File: src/logic/pid_data_pkg.sv
package pid_data_pkg;

	//////////////////////////////////////////////////
	// datapath words
	//////////////////////////////////////////////////

	typedef logic signed [17:0]	adc_word_t;	// adc sample, two's complement
	typedef logic signed [15:0]	coef_t;		// setpoint and pid gains
	typedef logic signed [47:0]	comp_t;		// pid computation word
	typedef logic [15:0]		dac_word_t;	// unsigned dac code
	typedef logic [7:0]			mult_t;		// output multiplier
	typedef logic [2:0]			chan_t;		// up to 8 channels

	// oversample filter sizing
	localparam int OSM_MAX = 4;	// largest legal osm, 16 sample window
	typedef logic signed [$bits(adc_word_t)+OSM_MAX-1:0] acc_t;	// window sum
	typedef logic [OSM_MAX:0] win_cnt_t;	// holds 2^OSM_MAX

	// wide enough that scale and offset never wrap
	typedef logic signed [63:0] wide_t;

	//////////////////////////////////////////////////
	// pipeline latencies in clk50 cycles
	//////////////////////////////////////////////////

	localparam int OSF_LATENCY = 1;
	localparam int PID_LATENCY = 2;	// error/state stage then multiply-add stage
	localparam int OPP_LATENCY = 1;
	localparam int DIQ_LATENCY = 1;	// idle queue only

	// last window sample to dac_valid
	localparam int PIPE_LATENCY = OSF_LATENCY + PID_LATENCY + OPP_LATENCY + DIQ_LATENCY;

endpackage

File: src/logic/output_preprocessor.sv
module output_preprocessor (
	input  logic						clk50,
	input  logic						rst_n,
	input  pid_data_pkg::comp_t			pid_sum,
	input  pid_data_pkg::chan_t			pid_chan,
	input  logic						pid_valid,
	input  pid_data_pkg::dac_word_t		out_min,
	input  pid_data_pkg::dac_word_t		out_max,
	input  pid_data_pkg::dac_word_t		out_init,
	input  pid_data_pkg::mult_t			mult,
	output pid_data_pkg::dac_word_t		out_word,
	output pid_data_pkg::chan_t			out_chan,
	output logic						out_valid
);

	pid_data_pkg::wide_t		scaled;	// pid_sum * mult
	pid_data_pkg::wide_t		total;	// plus offset
	pid_data_pkg::dac_word_t	clamped;

	// mult is unsigned, so pad a zero before going signed
	assign scaled = pid_data_pkg::wide_t'(pid_sum) * pid_data_pkg::wide_t'({1'b0, mult});
	assign total  = pid_data_pkg::wide_t'(out_init) + scaled;

	// saturate into [out_min, out_max]
	always_comb begin
		if (total < pid_data_pkg::wide_t'(out_min))
			clamped = out_min;
		else if (total > pid_data_pkg::wide_t'(out_max))
			clamped = out_max;
		else
			clamped = pid_data_pkg::dac_word_t'(total);	// in range, low bits exact
	end

	always_ff @(posedge clk50) begin
		if (!rst_n)
			out_valid <= 1'b0;
		else
			out_valid <= pid_valid;
	end

	always_ff @(posedge clk50) begin
		if (pid_valid) begin
			out_word <= clamped;
			out_chan <= pid_chan;
		end
	end

endmodule

File: config.mk
export PLATFORM = sky130hd
export DESIGN_NAME = output_preprocessor
export DESIGN_NICKNAME = d
export VERILOG_FILES = /design/src/logic/pid_data_pkg.sv /design/src/logic/output_preprocessor.sv
export SDC_FILE = /design/constraint.sdc
export NUM_CORES = 1
export LEC_CHECK = 0
export BUFFER_PORTS_ARGS = -buffer_cell sky130_fd_sc_hd__buf_2
export CORE_ASPECT_RATIO = 0.9
export CORE_UTILIZATION = 50
export CTS_CLUSTER_SIZE = 24
export DETAILED_ROUTE_END_ITERATION = 7
export PLACE_DENSITY = 0.69
export SLEW_MARGIN = 20
export SYNTH_ARGS = -nofsm -noshare
export SYNTH_HDL_FRONTEND = slang
export SYNTH_SLANG_ARGS = --single-unit
File: constraint.sdc
create_clock -name clk50 -period 6.5 [get_ports clk50]
set_input_delay 0.325 -clock clk50 [delete_from_list [all_inputs] [get_ports clk50]]
set_output_delay 0.325 -clock clk50 [all_outputs]
set_load 0.1 [all_outputs]
==> run_results.csv, run 1 <==
group,metric,value,unit
status,status,"finished with violations",
status,violations,"setup timing",
drt,wl,63900,um
cells_and_area,drive_gt1_frac,0.343,
worst_setup_path,critPathCaptureType,"register",
cells_and_area,finalInstanceArea,0.0247,mm^2
drt,drc_errors,0,
synthesis,ys_async_sr_fraction,0,
cells_and_area,instances_no_fill,3115,
worst_setup_path,crit_fanout,8,
cells_and_area,nNetsFinal,3266,
synthesis,netlist_area,0.0175,mm^2
timing,hold_viol_final,0,
synthesis,synth-edff-count,19,
synthesis,synth-adder-area-share,0.491,
synthesis,postSynthCellCount,2107,
placement,gp_congestion,1.06,
synthesis,ys_ff_latch,20,
die,die_h,180,um
worst_setup_path,crit_top_cell,"fa_1",
placement,hpwl,50900,um
timing,min_period,6.83,ns
drt,detail_route.first_pass.iterations,6,
synthesis,synth-simple-area-share,0.222,
clock_tree,cts.sinks,20,
global_routing,grt_pass1_vias,18400,
placement,dpl_cell_area,0.0219,mm^2
timing,rsz0062_at_grt,"true",
global_routing,grt_pass1_wl,99700,um
clock_tree,clkTransAtPathRegs,0.06,ns
synthesis,synth_nets,2719,
cells_and_area,n_antenna_cell,0,
die,io_pins,130,
drt,antenna_left,0,
die,dieArea,0.0358,mm^2
clock_tree,postCtsHoldBufs,0,
die,initial_core_util,0.511,
worst_setup_path,worstSetupPathType,"in2reg",
timing,max_freq,0.146,GHz
die,rows,64,
worst_setup_path,cp_num_buf_inv,11,
synthesis,muxShareOfSynthArea,0.00765,
placement,dp_cells,3055,
worst_setup_path,crit_family,"adder cells",
worst_setup_path,start_kind,"input pin",
cells_and_area,layout.cells.most_common,"buf_4",
global_routing,grt_usage,0.356,
synthesis,ys_types,85,
clock_tree,cts_buffers,3,
clock_tree,clock_path_buffers,2,
worst_setup_path,slowest_delay,0.51,ns
clock_tree,cts_tree,"built",
global_routing,grt_max_degree,26,
synthesis,synth_top_area_frac,0.352,
die,core_area,0.0343,mm^2
timing,tightestPinTransition,0.702,ns
worst_setup_path,cp_data_required_time,6.57,ns
timing,setup_slack,-0.328,ns
worst_setup_path,slowest_stage,"fa_1",
placement,port_buffers,129,
drt,via_count,17800,
drt,wire_per_inst,20.5,um
worst_setup_path,crit_arrival,6.90,ns
timing,relSlewSlack,0.526,
hold_path,hold_class,"in2reg",
drt,routed_via_density,5.70,
drt,drtIter0Drc,1454,
timing,setup_violations,16,
die,die_x,199,um
synthesis,syn_area_per_cell,8.31,um^2
global_routing,antenna_found_initial,0,
global_routing,grt.overflow.total,0,
clock_tree,ctsRootBufferMaster,"clkbuf_16",
synthesis,yosysTopAreaCell,"fa_1",
synthesis,synth_compound_area_frac,0.124,
synthesis,ys.warnings.count,0,
synthesis,synth_xor_area_frac,0.0160,
synthesis,ys_seq_area_frac,0.0337,
placement,dp_slack,-1.34,ns
cells_and_area,syn_to_final_growth,41.1,%
timing,finalMaxSlewViolations,0,
timing,finalCritPeriodShare,1.05,
clock_tree,cts.htree.levels,1,
synthesis,synth_top_family_by_area,"adder cells",
run,drv_cap,0,
synthesis,ys.flop_type,"edfxtp_1",
synthesis,synthTopCellsByArea,"fa_1 (35%), ha_1 (14%), and2_1 (8.5%), inv_1 (8.3%), nand2_1 (5.5%)",
cells_and_area,final_cell_mix,"buf_4 (451), inv_1 (380), fa_1 (303)",
[flip-flops by register name, indices dropped and copies added (netlist names)]
name,cells
out_chan,3
out_valid,1
out_word,16
[worst paths after layout]
kind | from | to | slack, ns | depth (start not counted)
worst min-delay path | pid_chan[1] | out_chan[1] | 0.24 | 1
worst max-delay path | mult[1] | out_word[10] | -0.33 | 31
[routing by layer]
metal / track usage / vias to the layer above / part of all wire
met5: 0 / - / 0
met4: 0.0778 / 0 / 0.031
met3: 0.0493 / 159 / 0.086
met2: 0.581 / 843 / 0.48
met1: 0.500 / 8806 / 0.40
li1: - / 7946 / -
[kinds of logic (layout without fill, tap and decap cells)]
| kind of cell | Yosys count | in the layout |
|---|---|---|
| fa+ha+maj | 502 | 502 |
| simple gates | 740 | 740 |
| xor+xnor | 32 | 32 |
| compound gates | 323 | 323 |
| mux | 13 | 13 |
| buf+inv | 477 | 1023 |
| flops | 20 | 20 |
[final cells by class]
class / count / area (um^2)
inverters: 386 / 1450
repair buffers: 633 / 4970
clock buffers: 3 / 75.1
clock inverters: 1 / 30.0
fillers: 2533 / 9570
well taps: 462 / 578
multi-input cells: 1610 / 17000
flip-flops and latches: 20 / 591
[cell usage after synthesis, types with 25 or more instances]
library cell  number
a21oi_1           95
and2_1           239
buf_2             26
clkbuf_1          57
fa_1             308
ha_1             194
inv_1            386
nand2_1          257
nand4_1           38
nor2_1            67
nor3_1            26
nor4_1            25
o21ai_0           48
[metrics by stage]
stage	util	hold slack [ns]	setup TNS, ns
final	0.721	0.239	-3.44
after global routing	0.721	0.235	-6.29
after CTS	0.699	0.240	-1.92
after detailed placement	0.638	0.506	-20.47
after global placement	0.638	0.502	-19.54
after floorplan	-	0.424	-0.0386
[repair_timing]
action / in CTS / in global routing
endpoints found under the hold margin: 0 / 0
endpoints found under the setup margin: 16 / 16
pin swaps: 79 / 84
gates cloned: 9 / 0
gates resized for setup: 267 / 123
buffers inserted: 39 / 16
Power of run 1 is left out: the tool's default activity adds up to more than one toggle a clock period on the data nets, which glitch-free logic cannot reach.
==> run 2, diff against run 1 <==
--- a/config.mk
+++ b/config.mk
@@ -7,10 +7,10 @@
 export LEC_CHECK = 0
 export BUFFER_PORTS_ARGS = -buffer_cell sky130_fd_sc_hd__buf_2
 export CORE_ASPECT_RATIO = 0.9
-export CORE_UTILIZATION = 50
+export CORE_UTILIZATION = 37
 export CTS_CLUSTER_SIZE = 24
 export DETAILED_ROUTE_END_ITERATION = 7
-export PLACE_DENSITY = 0.69
+export PLACE_DENSITY = 0.53
 export SLEW_MARGIN = 20
 export SYNTH_ARGS = -nofsm -noshare
 export SYNTH_HDL_FRONTEND = slang
==> run 2 against run 1 <==
Net effect:
- the flow still finishes with violations (setup timing)
- setup slack gained 0.017 ns
- flip-flop and latch count is the same
- non-clock buffer count grew 3
- highest routed layer unchanged
- final area shrank 4.1%
- fmax grew 0.25%
- sequential share of layout area grew 0.10 points
- utilization shrank 21 points
- critical path depth shrank 6
- first-iteration DRC count shrank 29%
- die area grew 35%
- cell count grew 5.0%
- clock-buffer cell count is the same
==> run_results.csv, run 2 (same netlist as run 1, synthesis figures left out) <==
group,metric,value,unit
die,die_h,208,um
drt,drtIter0Drc,1027,
placement,dpl_cell_area,0.0223,mm^2
die,io_pins,130,
clock_tree,cts.htree.levels,1,
timing,tightestPinTransition,0.757,ns
worst_setup_path,critPathCaptureType,"register",
drt,via_count,17000,
drt,wl,60600,um
timing,max_freq,0.147,GHz
timing,setup_slack,-0.311,ns
hold_path,whs_endpoint,"out_chan[0]",
placement,hpwl,52600,um
global_routing,grt_pass1_vias,17600,
timing,hold_viol_final,0,
timing,setup_violations,16,
clock_tree,clock_path_buffers,2,
worst_setup_path,cp_data_required_time,6.50,ns
global_routing,use_met3,0.0247,
die,die_x,231,um
drt,drc_errors,0,
cells_and_area,nNetsFinal,3269,
clock_tree,cts_tree,"built",
cells_and_area,final_cell_mix,"buf_4 (474), inv_1 (381), fa_1 (304)",
global_routing,grt_max_degree,21,
global_routing,antenna_found_initial,0,
timing,final.setup.tns,-4.24,ns
status,violations,"setup timing",
clock_tree,clkTransAtPathRegs,0.06,ns
clock_tree,cts_buffers,3,
clock_tree,cts.sinks,20,
cells_and_area,syn_to_final_growth,35.2,%
global_routing,grt_usage,0.253,
hold_path,hold_start,"pid_chan[0]",
hold_path,hold_class,"in2reg",
timing,rsz0062_at_grt,"true",
cells_and_area,fillers,4465,
drt,routed_via_density,5.18,
hold_path,min_path_cells,1,
cells_and_area,n_antenna_cell,0,
timing,min_period,6.81,ns
worst_setup_path,worstSetupPathType,"in2reg",
die,rows,75,
timing,finalMaxSlewViolations,0,
global_routing,grt_pass1_wl,96300,um
cells_and_area,fin_util,0.508,
timing,finalCritPeriodShare,1.05,
timing,holdWs,0.242,ns
timing,relSlewSlack,0.489,
drt,detail_route.first_pass.iterations,7,
worst_setup_path,start_kind,"input pin",
cells_and_area,finalInstanceArea,0.0237,mm^2
cells_and_area,top_register,"out_word",
die,dieArea,0.0482,mm^2
clock_tree,postCtsHoldBufs,0,
cells_and_area,largest_reg_flops,16,
worst_setup_path,crit_fanout,7,
die,core_area,0.0466,mm^2
cells_and_area,layout.cells.most_common,"buf_4",
placement,gp_congestion,1.05,
die,initial_core_util,0.375,
run,drv_cap,0,
cells_and_area,reg_top3,"out_word x16, out_chan x3, out_valid x1",
global_routing,grt-busiest-layer,"met2",
worst_setup_path,crit_arrival,6.81,ns
global_routing,use_met2,0.422,
drt,antenna_left,0,
drt,wire_per_inst,18.5,um
status,status,"finished with violations",
global_routing,use_met1,0.357,
cells_and_area,drive_gt1_frac,0.300,
global_routing,grt.overflow.total,0,
clock_tree,ctsRootBufferMaster,"clkbuf_16",
placement,port_buffers,129,
-- run 2: what timing repair did --
action,CTS,global route
setup buffers,24,9
pin swaps,44,36
setup endpoints to repair,16,16
cloned,4,0
hold endpoints to repair,0,0
resized for setup,123,66
-- run 2: worst max-delay path, stage by stage --
cell,delay [ns]
buf_8,0.10
buf_12,0.13
and2_4,0.16
fa_1,0.47
fa_1,0.52
inv_2,0.04
fa_1,0.49
inv_1,0.05
fa_1,0.49
inv_2,0.05
fa_1,0.49
inv_2,0.05
ha_4,0.26
buf_6,0.10
nand4_1,0.21
or2_1,0.30
or3_4,0.34
o221a_4,0.30
o22a_1,0.30
mux2_2,0.31
nand4_1,0.08
or4_4,0.63
buf_4,0.18
nor4_1,0.34
a211oi_2,0.06
-- run 2: final cells by class --
| cell class | count | area, um^2 | share of cell area |
|---|---|---|---|
| repair buffers | 636 | 4830 | 0.204 |
| flip-flops and latches | 20 | 591 | 0.0249 |
| multi-input cells | 1610 | 15900 | 0.673 |
| inverters | 386 | 1450 | 0.0612 |
| clock buffers | 3 | 75.1 | 0.00317 |
| clock inverters | 1 | 30.0 | 0.00127 |
| well taps | 616 | 771 | 0.0325 |
-- run 2: how the worst max path moves through the flow --
| stage | from | end | slack (ns) | cells after the start |
|---|---|---|---|---|
| floorplan | mult[2] | out_word[0] | -0.008 | 25 |
| global placement | mult[3] | out_word[4] | -0.95 | 26 |
| detailed placement | mult[3] | out_word[6] | -1.03 | 26 |
| CTS | mult[1] | out_word[14] | -0.28 | 29 |
| global route | mult[1] | out_word[4] | -0.53 | 28 |
| finish | mult[1] | out_word[15] | -0.31 | 25 |
-- run 2: layer usage --
metal	wire length, um	part of all wire
met3	3340	0.055
met4	1270	0.021
met1	27000	0.45
met2	28900	0.48
met5	0	0
-- run 2: per-stage QoR --
stage               setup WS [ns]  std cells
finish                     -0.311       3272
global route               -0.531       3272
CTS                        -0.276       3265
detailed placement          -1.03       3233
global placement           -0.948       3233
floorplan                -0.00771       2107
Power of run 2 is left out for the same reason.
